[config.mk]
export PLATFORM = sky130hd
export DESIGN_NAME = victim_cache
export DESIGN_NICKNAME = d
export VERILOG_FILES = /design/src/source/cache_geometry_pkg.sv /design/src/source/cache_port_pkg.sv /design/src/source/victim_cache.sv
export SDC_FILE = /design/constraint.sdc
export NUM_CORES = 2
export LEC_CHECK = 0
export ABC_AREA = 1
export ABC_CLOCK_PERIOD_IN_PS = 12900
export BUFFER_PORTS_ARGS = -buffer_cell sky130_fd_sc_hd__buf_2
export CAP_MARGIN = 20
export CORE_MARGIN = 2
export CORE_UTILIZATION = 35
export CTS_CLUSTER_DIAMETER = 120
export DETAILED_ROUTE_END_ITERATION = 10
export PLACE_DENSITY = 0.57
export SLEW_MARGIN = 20
export SYNTH_ARGS = -nofsm -noshare
export SYNTH_HDL_FRONTEND = slang
export SYNTH_SLANG_ARGS = --single-unit
[constraint.sdc]
create_clock -name clk -period 12.9 [get_ports clk]
set_input_delay 0.645 -clock clk [delete_from_list [all_inputs] [get_ports clk]]
set_output_delay 0.645 -clock clk [all_outputs]
set_load 0.005 [all_outputs]
[src/source/cache_geometry_pkg.sv]
/*
  Geometry of the data cache line store.
  A line address is a 20-bit tag over a 6-bit index, giving 64 direct-mapped sets.
  Lines are 512 bits wide and always handled whole, with no byte access.
  Changing the widths here changes every block that uses them.
*/

package cache_geometry_pkg;

    // tag part of the line address
    localparam int tag_w = 20;

    // set index into the first-level array
    localparam int index_w = 6;

    // full line width in bits
    localparam int line_w = 512;

    // line address, tag on top and index below
    typedef struct packed {
        logic [tag_w-1:0]   tag;
        logic [index_w-1:0] index;
    } line_addr_t;

    // one cache line of payload
    typedef logic [line_w-1:0] line_data_t;

endpackage

[src/source/cache_port_pkg.sv]
/*
  Port structures for the line store.
  All strobes are single-cycle valid bits with no ready and no back-pressure.
  Refill and eviction carry the same fields. Eviction is the line pushed out
  of the first level.
*/

package cache_port_pkg;

    // lookup strobe with the line address
    typedef struct packed {
        logic                           valid;
        cache_geometry_pkg::line_addr_t addr;
    } lookup_req_t;

    // external line write into the first level
    typedef struct packed {
        logic                           valid;
        cache_geometry_pkg::line_addr_t addr;
        cache_geometry_pkg::line_data_t data;
    } refill_t;

    // line displaced from the first level
    typedef struct packed {
        logic                           valid;
        cache_geometry_pkg::line_addr_t addr;
        cache_geometry_pkg::line_data_t data;
    } evict_t;

    // where a lookup was answered from
    typedef enum logic [1:0] {
        src_miss   = 2'd0,
        src_l1     = 2'd1,
        src_victim = 2'd2
    } hit_source_e;

    // response, valid one cycle after the request
    typedef struct packed {
        logic                           valid;
        hit_source_e                    src;
        cache_geometry_pkg::line_data_t data;
    } lookup_resp_t;

endpackage

[src/source/victim_cache.sv]
/*
  Fully associative victim store for lines evicted from the first level.
  victim_entries must be a power of two from 2 to 16, so the write counter wraps.
  Replacement is round-robin: every eviction takes the counter slot.
  An invalidate clears every entry holding its address, so a refilled line
  never keeps a stale copy here. Lookup returns the lowest matching entry.
*/

`timescale 1ns/100ps

module victim_cache #(
    parameter int victim_entries = 4
) (
    input  logic                           clk,
    input  logic                           rstn,
    input  cache_port_pkg::evict_t         evict,
    input  cache_geometry_pkg::line_addr_t inval_addr,
    input  logic                           inval,
    input  cache_geometry_pkg::line_addr_t lookup_addr,
    output logic                           victim_hit,
    output cache_geometry_pkg::line_data_t victim_data
);

    localparam int ptr_w = $clog2(victim_entries);

    // full line address per entry, no index split
    cache_geometry_pkg::line_addr_t addr_mem [victim_entries];
    cache_geometry_pkg::line_data_t data_mem [victim_entries];
    logic [victim_entries-1:0]      valid_q;

    // next slot to overwrite
    logic [ptr_w-1:0] wr_ptr;

    logic [victim_entries-1:0] hit_vec;
    logic [victim_entries-1:0] inval_vec;

    // per-entry compares
    always_comb begin
        for (int i = 0; i < victim_entries; i++) begin
            hit_vec[i]   = valid_q[i] && (addr_mem[i] == lookup_addr);
            inval_vec[i] = inval && valid_q[i] && (addr_mem[i] == inval_addr);
        end
    end

    assign victim_hit = |hit_vec;

    // walk down so the lowest hit ends up selected
    always_comb begin
        victim_data = '0;
        for (int i = victim_entries - 1; i >= 0; i--) begin
            if (hit_vec[i]) begin
                victim_data = data_mem[i];
            end
        end
    end

    // valid bits and replacement counter
    always_ff @(posedge clk) begin
        if (!rstn) begin
            valid_q <= '0;
            wr_ptr  <= '0;
        end else begin
            valid_q <= valid_q & ~inval_vec;
            // eviction sets its slot after the clear, evicted and refilled
            // addresses always differ in tag
            if (evict.valid) begin
                valid_q[wr_ptr] <= 1'b1;
                wr_ptr          <= wr_ptr + 1'b1;
            end
        end
    end

    // entry payload
    always_ff @(posedge clk) begin
        if (evict.valid) begin
            addr_mem[wr_ptr] <= evict.addr;
            data_mem[wr_ptr] <= evict.data;
        end
    end

endmodule

==> metrics.txt <==
CP Data Arrival Time=between 6 and 7 ns; CTS Sinks=2158; vias in the first global route=roughly 58000; CTS Buffer Depth=3; Cell Area, Synth=slightly below 0.09 mm2; Syn Area/Cell=11.8 um2; Buf+Inv Stages, Crit Path=6; drt initial violations=5758; fin crit share=a little over half; WP depth=14; commonest cells after routing, fill and taps aside=nand2_1, edfxtp_1, buf_2, a21oi_1, dlygate4sd3_1; # setup viols final=0; Critical Path RT=around 12 ns; vias per cell=about 4.9; max_cap viols=0; CTS buffer count=roughly 220; Worst Setup Path Type=reg2out; row cnt=182; dpl hpwl=between 150000 and 200000 um; fmax=~0.14 GHz; Post-CTS Repair Setup Buffers=0; crit end category=output pin; Seq/Total Area, Yosys=74.5%; skew final=between 0.07 and 0.08 ns; GPL Wtd Cong=between 0.9 and 1; worst slew pin tran=approximately 1.2 ns; num ports=~1100; Distinct cells, synth=34; PwrDens=approximately 140 mW/mm2; worst reg2reg path startpoint=wr_ptr[0]$_SDFFE_PN0P_; total power=around 15 mW; worst flop-to-flop path endpoint=data_mem[0][64]$_DFFE_PP_; status=finished, final reports clean; min-delay src=evict[190]; Synth top area share=~74%; worst hold path type=in2reg; Worst-path clk slew=0.06 ns; Final Cell Area=roughly 0.11 mm2; Worst Hold End=data_mem[1][190]$_DFFE_PP_; Fin Hold WS=between 0.07 and 0.08 ns; Hold-fix buffers, CTS=between 500 and 600; worst setup margin=approximately 6 ns; reg2reg setup slack=roughly 8.6 ns; worst slack, placed=6.68 ns; worst r2r path cells=7; die width=between 500 and 600 um; area post-placement=~0.095 mm2; number of nets still failing antenna checks after routing=0; Period minus WS final=6.92 ns; WHS Path Cells=1; routed length per instance=approximately 22 um; dominant cell type by area after synthesis=edfxtp_1; commonest non-fill, non-tap cell in the layout=nand2_1; Leak=between 40 and 50 nW; Initial Util=35.3%; Max VDD drop=between 0.1 and 0.15 mV; final wirelength=roughly 280000 um; most frequent CP cell=buf_4; Layout area overhead=24.4%; startpoint types=flop; worst skew pair latency=roughly 0.87 ns; Root Driver=clkbuf_16; crit-path leading delay family=buffers and inverters; final net count=9473; post-synth net total=approximately 7900; non-filler instance count after layout=12500; Die ar.=approximately 0.25 mm2; fillers=roughly 23000; max-slew violation count=0; final setup TNS=0 ns; DR vias=about 61000; final hold vios=0; CTS tree=built; synth top area cells=edfxtp_1, nand2_1, a21oi_1, buf_2, inv_1; Die Y=between 500 and 600 um; Core Util, Final=43.9%; H-tree levels=4; share of layout cells above drive strength 1=between 10% and 20%; Pre-antenna DRT Iters=6; gr usage total=about a fifth; dpl cells=about 11000; crit-path cells=inv_1 -> o21ai_0 -> nor2_1 -> nand2_1 -> nor2_1 -> nand2_1 -> nor2_4 -> buf_4 -> buf_4 -> buf_4 -> buf_12 -> a21oi_1 -> a21oi_1 -> buf_2; critical path peak fanout=168; first-pass GRT wire length=roughly 400000 um; core footprint=between 0.2 and 0.25 mm2; Crit-path slowest cell=buf_4; largest net degree at the start of global routing=roughly 210; delay of the slowest cell on the worst path=approximately 0.85 ns; DRC=0; unrepaired setup endpoints after global routing=no; relative slew slack=about 19%; post_cts resized=0; initial antenna violation count=116; Syn Inst Count=about 7300; port bufs=roughly 1100; post-synthesis register bit count=between 2000 and 2500; GRT Residual Overflow=0; Synth Warn #=0
[state kept, by name, summed over array words and instances (netlist names)]
signal    flops
data_mem   2048
valid_q       4
wr_ptr        2
addr_mem    104
[worst register-to-register path: cells and delay by family, from the launching register on]
family                     cells  cell delay [ns]
DFF                            1             0.33
adders and majority gates      1             0.16
and+or+nand+nor                1             0.15
buffers and inverters          5             3.26
[worst max path at each step]
stage                              startpoint                        to  slack (ns)
finish              addr_mem[1][17]$_DFFE_PP_          victim_data[143]        5.98
global route         addr_mem[2][2]$_DFFE_PP_          victim_data[202]        5.82
CTS                 addr_mem[1][17]$_DFFE_PP_          victim_data[143]        6.01
detailed placement            lookup_addr[15]          victim_data[143]        6.68
global placement              lookup_addr[10]           victim_data[78]        6.65
floorplan                          evict[538]  addr_mem[2][0]$_DFFE_PP_        0.97
[cell families after synthesis]
logic type	after synthesis	share of synthesized area [%]
AOI/OAI and AO/OA	1152	6.69
xor gates and xnor gates	65	0.655
adders and majority gates	4	0.0576
buffers and inverters	798	3.93
DFF	2158	74.5
and+or+nand+nor	3161	14.1
[Yosys cell counts (all sizes together)]
| cell type | count |
|---|---|
| nand3b | 2 |
| o22ai | 18 |
| clkbuf | 73 |
| a21oi | 829 |
| o21a | 1 |
| nor2 | 361 |
| buf | 325 |
| dfxtp | 6 |
| xor2 | 28 |
| nand4 | 13 |
| inv | 399 |
| o2111ai | 1 |
| a21boi | 4 |
| nand3 | 255 |
| ha | 4 |
| o211ai | 2 |
| nand2 | 2507 |
| clkinv | 1 |
| edfxtp | 2152 |
| nor3 | 17 |
| o21ai | 297 |
| or2 | 6 |
| xnor2 | 37 |
[where the power goes]
part / total (mW) / leakage, nW / switching (mW) / internal (mW)
clock: 6.25 / 3.47 / 2.79 / 3.46
sequential: 8.10 / 19.8 / 0.0671 / 8.03
combinational: 0.631 / 21.0 / 0.415 / 0.216
[cell type report]
cell class | count | area, um2 | share of cell area (%)
timing repair buffer | 1710 | 11600 | 10.7
inverter | 400 | 1540 | 1.42
antenna | 68 | 170 | 0.157
tap | 3312 | 4140 | 3.83
clock buffer | 272 | 5760 | 5.33
multi-input combinational | 4382 | 18800 | 17.4
clock inverter | 149 | 1380 | 1.28
sequential | 2158 | 64700 | 59.9
[layer usage]
layer | wire length (um) | GRT usage (%)
met3 | 26800 | 6.92
met2 | 129000 | 33.6
met4 | 9280 | 7.40
met5 | 384 | 0
met1 | 115000 | 27.5
(Power assumes the default switching activity.)
