**src/source/cache_geometry_pkg.sv**
```systemverilog
/*
  Geometry of the data cache line store.
  A line address is a 20-bit tag over a 6-bit index, giving 64 direct-mapped sets.
  Lines are 512 bits wide and always handled whole, with no byte access.
  Changing the widths here changes every block that uses them.
*/

package cache_geometry_pkg;

    // tag part of the line address
    localparam int tag_w = 20;

    // set index into the first-level array
    localparam int index_w = 6;

    // full line width in bits
    localparam int line_w = 512;

    // line address, tag on top and index below
    typedef struct packed {
        logic [tag_w-1:0]   tag;
        logic [index_w-1:0] index;
    } line_addr_t;

    // one cache line of payload
    typedef logic [line_w-1:0] line_data_t;

endpackage

```
**src/source/cache_port_pkg.sv**
```systemverilog
/*
  Port structures for the line store.
  All strobes are single-cycle valid bits with no ready and no back-pressure.
  Refill and eviction carry the same fields. Eviction is the line pushed out
  of the first level.
*/

package cache_port_pkg;

    // lookup strobe with the line address
    typedef struct packed {
        logic                           valid;
        cache_geometry_pkg::line_addr_t addr;
    } lookup_req_t;

    // external line write into the first level
    typedef struct packed {
        logic                           valid;
        cache_geometry_pkg::line_addr_t addr;
        cache_geometry_pkg::line_data_t data;
    } refill_t;

    // line displaced from the first level
    typedef struct packed {
        logic                           valid;
        cache_geometry_pkg::line_addr_t addr;
        cache_geometry_pkg::line_data_t data;
    } evict_t;

    // where a lookup was answered from
    typedef enum logic [1:0] {
        src_miss   = 2'd0,
        src_l1     = 2'd1,
        src_victim = 2'd2
    } hit_source_e;

    // response, valid one cycle after the request
    typedef struct packed {
        logic                           valid;
        hit_source_e                    src;
        cache_geometry_pkg::line_data_t data;
    } lookup_resp_t;

endpackage

```
**src/source/lookup_merge.sv**
```systemverilog
/*
  Merges the two store results into one registered response.
  First level wins over victim; neither hit gives src_miss with zero data.
  The response is valid exactly one cycle after each lookup strobe.
*/

`timescale 1ns/100ps

module lookup_merge (
    input  logic                           clk,
    input  logic                           rstn,
    input  cache_port_pkg::lookup_req_t    lookup_req,
    input  logic                           l1_hit,
    input  cache_geometry_pkg::line_data_t l1_data,
    input  logic                           victim_hit,
    input  cache_geometry_pkg::line_data_t victim_data,
    output cache_port_pkg::lookup_resp_t   lookup_resp
);

    cache_port_pkg::hit_source_e    src_d;
    cache_port_pkg::hit_source_e    src_q;
    cache_geometry_pkg::line_data_t data_d;
    cache_geometry_pkg::line_data_t data_q;
    logic                           valid_q;

    // priority select
    always_comb begin
        if (l1_hit) begin
            src_d  = cache_port_pkg::src_l1;
            data_d = l1_data;
        end else if (victim_hit) begin
            src_d  = cache_port_pkg::src_victim;
            data_d = victim_data;
        end else begin
            src_d  = cache_port_pkg::src_miss;
            data_d = '0;
        end
    end

    always_ff @(posedge clk) begin
        if (!rstn) begin
            valid_q <= 1'b0;
        end else begin
            valid_q <= lookup_req.valid;
        end
    end

    // hold the last answer between lookups
    always_ff @(posedge clk) begin
        if (lookup_req.valid) begin
            src_q  <= src_d;
            data_q <= data_d;
        end
    end

    assign lookup_resp = '{valid: valid_q, src: src_q, data: data_q};

endmodule

```
**config.mk**
```make
export PLATFORM = sky130hd
export DESIGN_NAME = lookup_merge
export DESIGN_NICKNAME = d
export VERILOG_FILES = /design/src/source/cache_geometry_pkg.sv /design/src/source/cache_port_pkg.sv /design/src/source/lookup_merge.sv
export SDC_FILE = /design/constraint.sdc
export NUM_CORES = 1
export LEC_CHECK = 0
export ABC_AREA = 1
export BUFFER_PORTS_ARGS = -buffer_cell sky130_fd_sc_hd__buf_2
export CAP_MARGIN = 20
export CORE_AREA = 8 8 611 613
export DETAILED_ROUTE_END_ITERATION = 8
export DIE_AREA = 0 0 619 621
export PLACE_DENSITY_LB_ADDON = 0.3
export SLEW_MARGIN = 40
export SYNTH_ARGS = -nofsm -noshare
export SYNTH_HDL_FRONTEND = slang
export SYNTH_SLANG_ARGS = --single-unit
```
**constraint.sdc**
```tcl
create_clock -name clk -period 3.6 [get_ports clk]
set_clock_uncertainty 0.15 [all_clocks]
set_input_delay 1.08 -clock clk [delete_from_list [all_inputs] [get_ports clk]]
set_output_delay 1.08 -clock clk [all_outputs]
set_load 0.05 [all_outputs]
```
==> out/metrics.sh, run 1 <==
NUM_ROWS=222
FINAL_SETUP_VIOLS=0
SYNTH_AREA_LEADER_CELL='sky130_fd_sc_hd__edfxtp_1'
DRT_PASS1_ITERATIONS=6
FIN_TNS_SETUP_PS=0
CLOCK-SINKS=515
TIMING_MAX_TRANSITION_VIOLATIONS_FINAL=0
DPL_WORST_SLACK_PS=507
WORST-SETUP-PATH-TYPE='flip-flop to output pin'
CTSHTREEMAXLEVEL=3
POSTLAYOUTCOREUTIL_PCT=10.7
START_UTIL_PCT=6.36
HOLD_BUFFERS=0
CRITICAL_PATH.ENDPOINT_TYPE='output pin'
LARGEST_INCREMENTAL_DELAY_ON_THE_CRITICAL_PATH_PS=430
STATUS='completed'
SLEW-LIMIT-HEADROOM_PCT=45.0
CRIT_REQUIRED_PS=2370
WORST_SETUP_PATH_START_KIND='flip-flop'
ASYNC_FLOP_SHARE_PCT=0
WORST_PATH_CELL_TRACE='buf_2'
ROUTE.DETAILED.DRC=0
CTS_MADE_BUFFERS=76
HOLD-PATH-ENDPOINT='data_q[245]$_DFFE_PP_'
CLK_PIN_SLEW_PS=70
UNREPAIRED_SETUP_ENDPOINTS_AFTER_GLOBAL_ROUTING='no'
YS_FF_LATCH=515
HOLD_VIOL_FINAL=0
TOTALPOWERFINAL_mW=19.4
DRIVE_ABOVE_1_SHARE_PCT=45.5
WORST_HOLD_PATH.NUM_CELLS=3
LAYOUT.FILLER_CELLS=42400
GRT-OVFL-TOTAL=0
CRIT_FANOUT=1
VIAS_PER_CELL=2.89
SYNTH.CELLS.MOST_FREQUENT='sky130_fd_sc_hd__nand2_1, sky130_fd_sc_hd__edfxtp_1, sky130_fd_sc_hd__nand3_1'
PORT-BUFFER-COUNT=1543
FP.DIEW_MICRONS=619
PERIOD_NEEDED_PS=2870
GRT_FIRST_PASS_WIRELENGTH_MM=308
POSTSYNTHCELLCOUNT=2227
SYNTH_TOP_AREA_SHARE_PCT=66.7
CTS-RESIZED-GATES=0
SUM_OF_BUFFERS_AND_INVERTERS_ON_THE_CRITICAL_PATH=1
CTSLONGESTPATHBUFFERS=4
CTS_POST_SETUP_BUFFERS_INSERTED=0
POSTSYNTH.TOPFLOPCELL='sky130_fd_sc_hd__edfxtp_1'
POSTLAYOUTCELLAREA_SQ_UM=38900
CRITPATHLAUNCH='data_q[160]$_DFFE_PP_'
FMAX_MHz=348
SYNTH_AREA_SQ_UM=23200
WORST_PIN_SLEW_PS=825
STATIC-LEAKAGE-POWER_nW=16.9
CP_DATA_ARRIVAL_TIME_PS=1640
COUNT_OF_VIAS_PLACED_BY_THE_DETAILED_ROUTER=25000
GRT_START_MAX_NET_PINS=167
IRDROPWORSTVDD_mV=0.295
INITIAL_ANTENNA_VIOLATION_COUNT=292
SYNTH_AREA_LEADERS='sky130_fd_sc_hd__edfxtp_1, sky130_fd_sc_hd__nand2_1, sky130_fd_sc_hd__nand3_1'
POWER_DENSITY_nW_PER_UM2=499
MIN_PERIOD_OVER_PERIOD_PCT=79.8
AVGSYNTHCELLAREA_SQ_UM=10.4
DRT_ITER0_DRC=2169
FIRST_GLOBAL_VIAS=24100
WORST_SLACK_PS=729
GP_WEIGHTED_CONGESTION=0.940
NUM-NETS-FINAL=4787
WORST_PATH_MAX_DELAY_CELL='sky130_fd_sc_hd__buf_2'
CRIT_FAMILY='buffers and inverters'
FP.DIEH_MICRONS=621
YS.WARNINGS.COUNT=0
GRTUSAGETOTAL_PCT=12.6
SYN_TO_FINAL_GROWTH_PCT=68.1
YOSYS_CELL_TYPES=14
ROUTE.ANTENNA.REMAINING_NETS=0
IO-PIN-COUNT=1570
DIE_AREA_SQ_UM=384000
FLOORPLAN.CORE_AREA_SQ_UM=364000
TRITONCTS_CLOCK_TREE='built'
MOST_FREQUENTLY_USED_CELL_TYPE_IN_THE_POST_SYNTHESIS_NETLIST='sky130_fd_sc_hd__nand2_1'
MAXCAPVIOLCOUNT=0
HOLD_PATH_STARTPOINT='l1_data[245]'
ROUTED_WL_MM=254
SYNTH-SEQ-AREA-SHARE_PCT=66.8
SYNTH-EDFF-COUNT=514
HPWL_MM=226
WORSTHOLDPATHTYPE='primary input to flip-flop'
PLACED_CELL_AREA_SQ_UM=36500
CLK_ROOT_BUFFER_CELL='sky130_fd_sc_hd__clkbuf_16'
SYN_NETS=3282
WL_PER_CELL_MICRONS=29.4
[layer usage]
metal / part of all wire [%] / GRT usage, % / vias to the layer above
met5: 0.41 / 0 / -
met4: 2.8 / 2.34 / 168
met3: 15 / 8.03 / 719
met2: 47 / 21.6 / 1777
met1: 35 / 13.1 / 11600
li1: - / - / 10700
[final cells by class]
cell class / instances / area (sq um) / area share (%)
well taps: 4816 / 6030 / 15.5
multi-input cells: 1538 / 6460 / 16.6
inverters: 3 / 37.5 / 0.0964
repair buffers: 1598 / 8480 / 21.8
clock buffers: 90 / 2000 / 5.13
clock inverters: 34 / 335 / 0.862
diodes: 50 / 125 / 0.321
flip-flops and latches: 515 / 15500 / 39.7
[layout by cell type, fill, tap and decap left out, drive strengths merged]
master | netlist | layout
inv | 3 | 7
clkinv | 0 | 19
edfxtp | 514 | 514
nand3 | 512 | 512
dfxtp | 1 | 1
bufinv | 0 | 4
clkinvlp | 0 | 7
nand2 | 1025 | 1025
diode | 0 | 50
clkbuf | 6 | 90
nor2 | 1 | 1
buf | 165 | 1598
[metrics by stage]
step | instances | hold WS, ps
after global placement | 8470 | 1210
after detailed placement | 8470 | 1200
final | 8644 | 402
after CTS | 8594 | 264
after floorplan | 2227 | 1020
after global routing | 8611 | 339
[kinds of logic after synthesis]
logic type	Yosys count	share of synthesized area [%]
AND/OR/NAND/NOR	1538	27.9
flip-flops	515	66.8
buffers and inverters	174	5.33
[where the power goes]
group	internal, mW	switching [mW]
combinational	1.03	3.55
sequential	7.24	0.172
clock	4.24	3.19
total	12.5	6.91
[how the worst max path moves through the flow]
stage                                 end  slack [ps]  cells after the start
global placement    data_q[350]$_DFFE_PP_         530                      5
finish                   lookup_resp[160]         730                      1
CTS                      lookup_resp[160]         480                      1
global route             lookup_resp[160]         580                      1
floorplan           data_q[140]$_DFFE_PP_        1550                      5
detailed placement  data_q[350]$_DFFE_PP_         510                      5
[sequential cells by signal, summed over array words and instances (netlist names)]
name and count:
valid_q 1, data_q 512, src_q 2
Note: power is estimated with default switching activity, not from simulation.
==> run 2, diff against run 1 <==
- CORE_AREA: 8 8 611 613 -> 8 8 609 611
- DIE_AREA: 0 0 619 621 -> 0 0 617 619
- clock period: 3.6 -> 2.39 ns (I/O delays scaled with it)
==> run 2 against run 1 <==
- non-clock buffer count up 326
- first-iteration DRC count grew 8.0%
- via count rose by 6.0%
- die area is 0.64% lower
- count of clock-buffer cells in the layout up 3
- highest routed layer unchanged
==> out/metrics.sh, run 2 (synthesis results as in run 1) <==
IO-PIN-COUNT=1570
VIAS_PER_CELL=2.94
SYN_TO_FINAL_GROWTH_PCT=84.3
WORST-PATH-STAGES=1
INITIAL_ANTENNA_VIOLATION_COUNT=304
SUM_OF_BUFFERS_AND_INVERTERS_ON_THE_CRITICAL_PATH=1
GRTUSAGETOTAL_PCT=12.3
FP.DIEH_MICRONS=619
ROUTED_WL_MM=249
CRIT_FAMILY='flip-flops'
MIN_PERIOD_OVER_PERIOD_PCT=98.6
GRT_FIRST_PASS_WIRELENGTH_MM=303
CRIT_FANOUT=1
SETUP.WORST_PATH.END='lookup_resp[122]'
LAYOUT.CELLS.MOST_COMMON='sky130_fd_sc_hd__buf_2'
POST-PLACE-CELLS=8488
CLOCK-SINKS=515
CLK_ROOT_BUFFER_CELL='sky130_fd_sc_hd__clkbuf_16'
MAXCAPVIOLCOUNT=0
CRITPATHLAUNCH='data_q[122]$_DFFE_PP_'
WORST_SETUP_PATH_START_KIND='flip-flop'
IRDROPWORSTVDD_mV=0.482
WORSTHOLDPATHTYPE='primary input to flip-flop'
PORT-BUFFER-COUNT=1543
GRT.MET2_USAGE_PCT=22.3
LARGEST_INCREMENTAL_DELAY_ON_THE_CRITICAL_PATH_PS=500
SLEW-LIMIT-HEADROOM_PCT=58.6
FMAX_MHz=425
START_UTIL_PCT=6.42
WHS_PS=102
FLOORPLAN.CORE_AREA_SQ_UM=361000
CP_DATA_ARRIVAL_TIME_PS=1490
CLK_PIN_SLEW_PS=50
CRIT_REQUIRED_PS=1520
FP.DIEW_MICRONS=617
WL_PER_CELL_MICRONS=27.6
MOST-COMMON-LAYOUT-CELLS='sky130_fd_sc_hd__buf_2, sky130_fd_sc_hd__nand2_1, sky130_fd_sc_hd__edfxtp_1'
REGISTER_RANKED_FIRST_BY_FLIP_FLOP_COUNT='data_q'
ROUTE.ANTENNA.REMAINING_NETS=0
NUM_ROWS=221
WORST_PATH_CELL_TRACE='buf_6'
DRT_ITER0_DRC=2343
DRT_PASS1_ITERATIONS=7
ROUTE.DETAILED.DRC=0
CTSHTREEMAXLEVEL=3
GLOBAL_ROUTE.USAGE.MET1_PCT=12.5
HOLD_VIOL_FINAL=0
PERIOD_NEEDED_PS=2360
HPWL_MM=221
CTS_MADE_BUFFERS=76
GLOBAL_ROUTE.PEAK_USAGE_LAYER='met2'
CTSLONGESTPATHBUFFERS=4
GP_WEIGHTED_CONGESTION=0.914
TRITONCTS_CLOCK_TREE='built'
POWER_DENSITY_nW_PER_UM2=690
WORST-SETUP-PATH-TYPE='flip-flop to output pin'
LARGESTREGISTERS='data_q: 512 flops, src_q: 2 flops, valid_q: 1 flops'
FINAL_SETUP_VIOLS=0
STDCELL_COUNT=9000
FIN_TNS_SETUP_PS=0
GRTUSAGEMET3_PCT=6.94
CRITICAL_PATH.ENDPOINT_TYPE='output pin'
TIMING_MAX_TRANSITION_VIOLATIONS_FINAL=0
WORST_PATH_MAX_DELAY_CELL='sky130_fd_sc_hd__edfxtp_1'
LARGEST_REG_FLOPS=512
NUM-NETS-FINAL=5113
COUNT_OF_VIAS_PLACED_BY_THE_DETAILED_ROUTER=26500
FIRST_GLOBAL_VIAS=26100
UNREPAIRED_SETUP_ENDPOINTS_AFTER_GLOBAL_ROUTING='yes'
WORST_PIN_SLEW_PS=620
DIE_AREA_SQ_UM=382000
STATIC-LEAKAGE-POWER_nW=18.5
GRT_START_MAX_NET_PINS=106
DRIVE_ABOVE_1_SHARE_PCT=42.5
STATUS='completed'
GRT-OVFL-TOTAL=0
==> run 2: cell count changes in the layout (fill, tap and decap cells not counted), moves of 3 or more <==
cell	delta
sky130_fd_sc_hd__buf_4	+106
sky130_fd_sc_hd__clkinvlp_4	-5
sky130_fd_sc_hd__dlygate4sd3_1	+286
sky130_fd_sc_hd__buf_12	+11
sky130_fd_sc_hd__buf_2	-115
sky130_fd_sc_hd__clkinv_1	+8
sky130_fd_sc_hd__buf_6	+38
sky130_fd_sc_hd__clkbuf_1	+5
sky130_fd_sc_hd__inv_6	-3
sky130_fd_sc_hd__diode_2	+51
==> run 2: per-layer routing <==
| layer | up-vias | wire [microns] |
|---|---|---|
| li1 | 11400 | - |
| met1 | 12400 | 83700 |
| met2 | 1829 | 124000 |
| met3 | 728 | 32500 |
| met4 | 138 | 7600 |
| met5 | - | 889 |
==> run 2: what timing repair did <==
action,4_1_cts,5_1_grt
hold buffers,286,0
endpoints found under the hold margin,226,0
pin swaps,0,0
setup endpoints to repair,115,8
resized for setup,154,0
buffers inserted,0,0
==> run 2: final cells by class <==
| class | instances | area, sq um |
|---|---|---|
| well taps | 4794 | 6000 |
| flip-flops and latches | 515 | 15500 |
| repair buffers | 1924 | 12200 |
| clock inverters | 32 | 263 |
| multi-input cells | 1538 | 6460 |
| clock buffers | 93 | 1990 |
| fillers | 41700 | 318000 |
| inverters | 3 | 37.5 |
| diodes | 101 | 253 |
==> run 2: how the worst min path moves through the flow <==
stage          slack (ps)                     to            from  cells after the start
6_report              100  data_q[422]$_DFFE_PP_    l1_data[422]                      3
5_1_grt                30  data_q[150]$_DFFE_PP_    l1_data[150]                      3
4_1_cts               0.3  data_q[277]$_DFFE_PP_    l1_data[277]                      3
3_5_place_dp          800     valid_q$_SDFF_PN0_            rstn                      3
3_3_place_gp          800     valid_q$_SDFF_PN0_            rstn                      3
2_1_floorplan         660     valid_q$_SDFF_PN0_  lookup_req[26]                      2
==> run 2: power by group <==
part,internal [mW],switching [mW]
Clock,6.11,4.67
Sequential,10.9,0.273
Combinational,2.09,5.40
==> run 2: per-stage QoR <==
stage	power, mW	worst slack [ps]	utilization, %	area (sq um)
final	29.5	34.6	11.8	42700
after global routing	30.8	-62.8	11.8	42500
after CTS	30.2	-100	11.8	42400
after detailed placement	18.4	8.32	10.2	36900
after global placement	18.4	20.8	10.2	36900
after floorplan	15.2	701	-	23200
==> run 3, diff against run 2 <==
- SETUP_SLACK_MARGIN: not set -> 0.2
==> run 3 against run 2 <==
- sequential share of layout area decreased by 2.4 points
- core utilization rose by 0.84 points
- wire length grew 0.37%
- sequential power about the same
- total power rose by 3.7%
- maximum frequency is essentially flat
- cell area grew 7.1%
- critical path type unchanged
- critical endpoint is now lookup_resp[73]
==> out/metrics.sh, run 3 (synthesis results as in run 1) <==
STATUS='completed'
CRIT_FAMILY='flip-flops'
ROUTE.DETAILED.DRC=0
DRT_PASS1_ITERATIONS=6
GP_WEIGHTED_CONGESTION=0.914
START_UTIL_PCT=6.42
INITIAL_ANTENNA_VIOLATION_COUNT=303
FP.DIEH_MICRONS=619
SLEW-LIMIT-HEADROOM_PCT=58.4
SUM_OF_BUFFERS_AND_INVERTERS_ON_THE_CRITICAL_PATH=1
CTS_MADE_BUFFERS=76
REGISTER_AREA_SQ_UM=15500
GRTUSAGEMET3_PCT=6.94
GRT_START_MAX_NET_PINS=106
FMAX_MHz=425
POST-PLACE-CELLS=8488
CRIT_REQUIRED_PS=1520
CLK_ROOT_BUFFER_CELL='sky130_fd_sc_hd__clkbuf_16'
IO-PIN-COUNT=1570
LARGEST_INCREMENTAL_DELAY_ON_THE_CRITICAL_PATH_PS=490
WORSTHOLDPATHTYPE='primary input to flip-flop'
ROUTED_WL_MM=249
VIAS_PER_CELL=2.97
TOTALPOWERFINAL_mW=30.5
GRT.MET2_USAGE_PCT=22.3
CTS_POST_SETUP_BUFFERS_INSERTED=0
PORT-BUFFER-COUNT=1543
FIN_TNS_SETUP_PS=0
CLOCK-SINKS=515
HOLD_VIOL_FINAL=0
GRT_FIRST_PASS_WIRELENGTH_MM=304
LAYOUT.FILLER_CELLS=41400
IRDROPWORSTVDD_mV=0.483
TRITONCTS_CLOCK_TREE='built'
CLK_PIN_SLEW_PS=50
CTSHTREEMAXLEVEL=3
MAXCAPVIOLCOUNT=0
REGISTER_RANKED_FIRST_BY_FLIP_FLOP_COUNT='data_q'
MOST-COMMON-LAYOUT-CELLS='sky130_fd_sc_hd__nand2_1, sky130_fd_sc_hd__buf_2, sky130_fd_sc_hd__edfxtp_1'
FP.DIEW_MICRONS=617
WORST_SETUP_PATH_START_KIND='flip-flop'
GRT-OVFL-TOTAL=0
DIE_AREA_SQ_UM=382000
CRIT_FANOUT=1
MULTI_INPUT_COMB_AREA_SQ_UM=6460
STATIC-LEAKAGE-POWER_nW=19.6
POSTLAYOUTCOREUTIL_PCT=12.7
WORST-PATH-STAGES=1
NUM-NETS-FINAL=5113
LARGEST_REG_FLOPS=512
WORST_PIN_SLEW_PS=625
WORST_HOLD_PATH.NUM_CELLS=3
GLOBAL_ROUTE.PEAK_USAGE_LAYER='met2'
SYN_TO_FINAL_GROWTH_PCT=97.4
CP_DATA_ARRIVAL_TIME_PS=1490
WORST_PATH_CELL_TRACE='buf_6'
GLOBAL_ROUTE.USAGE.MET1_PCT=12.5
WORST-SETUP-PATH-TYPE='flip-flop to output pin'
TIMING_MAX_TRANSITION_VIOLATIONS_FINAL=0
PERIOD_NEEDED_PS=2350
CRITICAL_PATH.ENDPOINT_TYPE='output pin'
FINAL_SETUP_VIOLS=0
COUNT_OF_VIAS_PLACED_BY_THE_DETAILED_ROUTER=26700
POWER_DENSITY_nW_PER_UM2=668
FIRST_GLOBAL_VIAS=26200
GRTUSAGETOTAL_PCT=12.3
STDCELL_COUNT=9004
DRT_ITER0_DRC=2236
WORST_PATH_MAX_DELAY_CELL='sky130_fd_sc_hd__edfxtp_1'
FLOORPLAN.CORE_AREA_SQ_UM=361000
WL_PER_CELL_MICRONS=27.7
LARGESTREGISTERS='data_q: 512 flops, src_q: 2 flops, valid_q: 1 flops'
HPWL_MM=221
DRIVE_ABOVE_1_SHARE_PCT=42.6
DPL_WORST_SLACK_PS=8.32
NUM_ROWS=221
CTSLONGESTPATHBUFFERS=4
MIN_PERIOD_OVER_PERIOD_PCT=98.5
ROUTE.ANTENNA.REMAINING_NETS=0
WORST_SLACK_PS=36.9
UNREPAIRED_SETUP_ENDPOINTS_AFTER_GLOBAL_ROUTING='yes'
==> run 3: cell types whose count changed in the layout (fill, tap and decap cells not counted), moves of 4 or more <==
cell	change
sky130_fd_sc_hd__buf_8	+14
sky130_fd_sc_hd__buf_2	-400
sky130_fd_sc_hd__diode_2	+4
sky130_fd_sc_hd__buf_6	+442
sky130_fd_sc_hd__buf_4	-76
sky130_fd_sc_hd__buf_12	+20
==> run 3: routing by layer <==
metal | vias up | wire length, microns
li1 | 11400 | -
met2 | 1823 | 124000
met4 | 132 | 8530
met1 | 12600 | 85300
met5 | - | 860
met3 | 731 | 31100
==> run 3: final cells by class <==
class	count	share of cell area, %
flip-flops and latches	515	33.8
clock buffers	93	4.35
clock inverters	32	0.575
inverters	3	0.0821
diodes	105	0.575
well taps	4794	13.1
repair buffers	1924	33.3
multi-input cells	1538	14.1
==> run 3: path summary, 6_finish.rpt <==
path / startpoint / to / slack, ps
hold / removal: l1_data[422] / data_q[422]$_DFFE_PP_ / 100
setup / recovery: data_q[73]$_DFFE_PP_ / lookup_resp[73] / 40
==> run 3: power by group <==
| part | switching [mW] | internal, mW |
|---|---|---|
| sequential | 0.452 | 10.9 |
| clock | 4.68 | 6.11 |
| combinational | 5.40 | 2.96 |
| total | 10.5 | 20.0 |
==> run 3: per-stage QoR <==
step           area, sq um  hold WS (ps)
6_report             45700           100
2_1_floorplan        23200           660
4_1_cts              44400         0.281
5_1_grt              45600          34.5
3_3_place_gp         36900           801
3_5_place_dp         36900           805
==> run 3: timing repair <==
item,4_1_cts,5_1_grt
hold buffers,286,0
endpoints found under the setup margin,515,515
hold endpoints to repair,226,0
gates resized for setup,755,483
==> run 3: worst min-delay path, cell delays in order <==
cell,delay (ps)
sky130_fd_sc_hd__buf_2,80
sky130_fd_sc_hd__nand2_1,40
sky130_fd_sc_hd__nand2_1,60
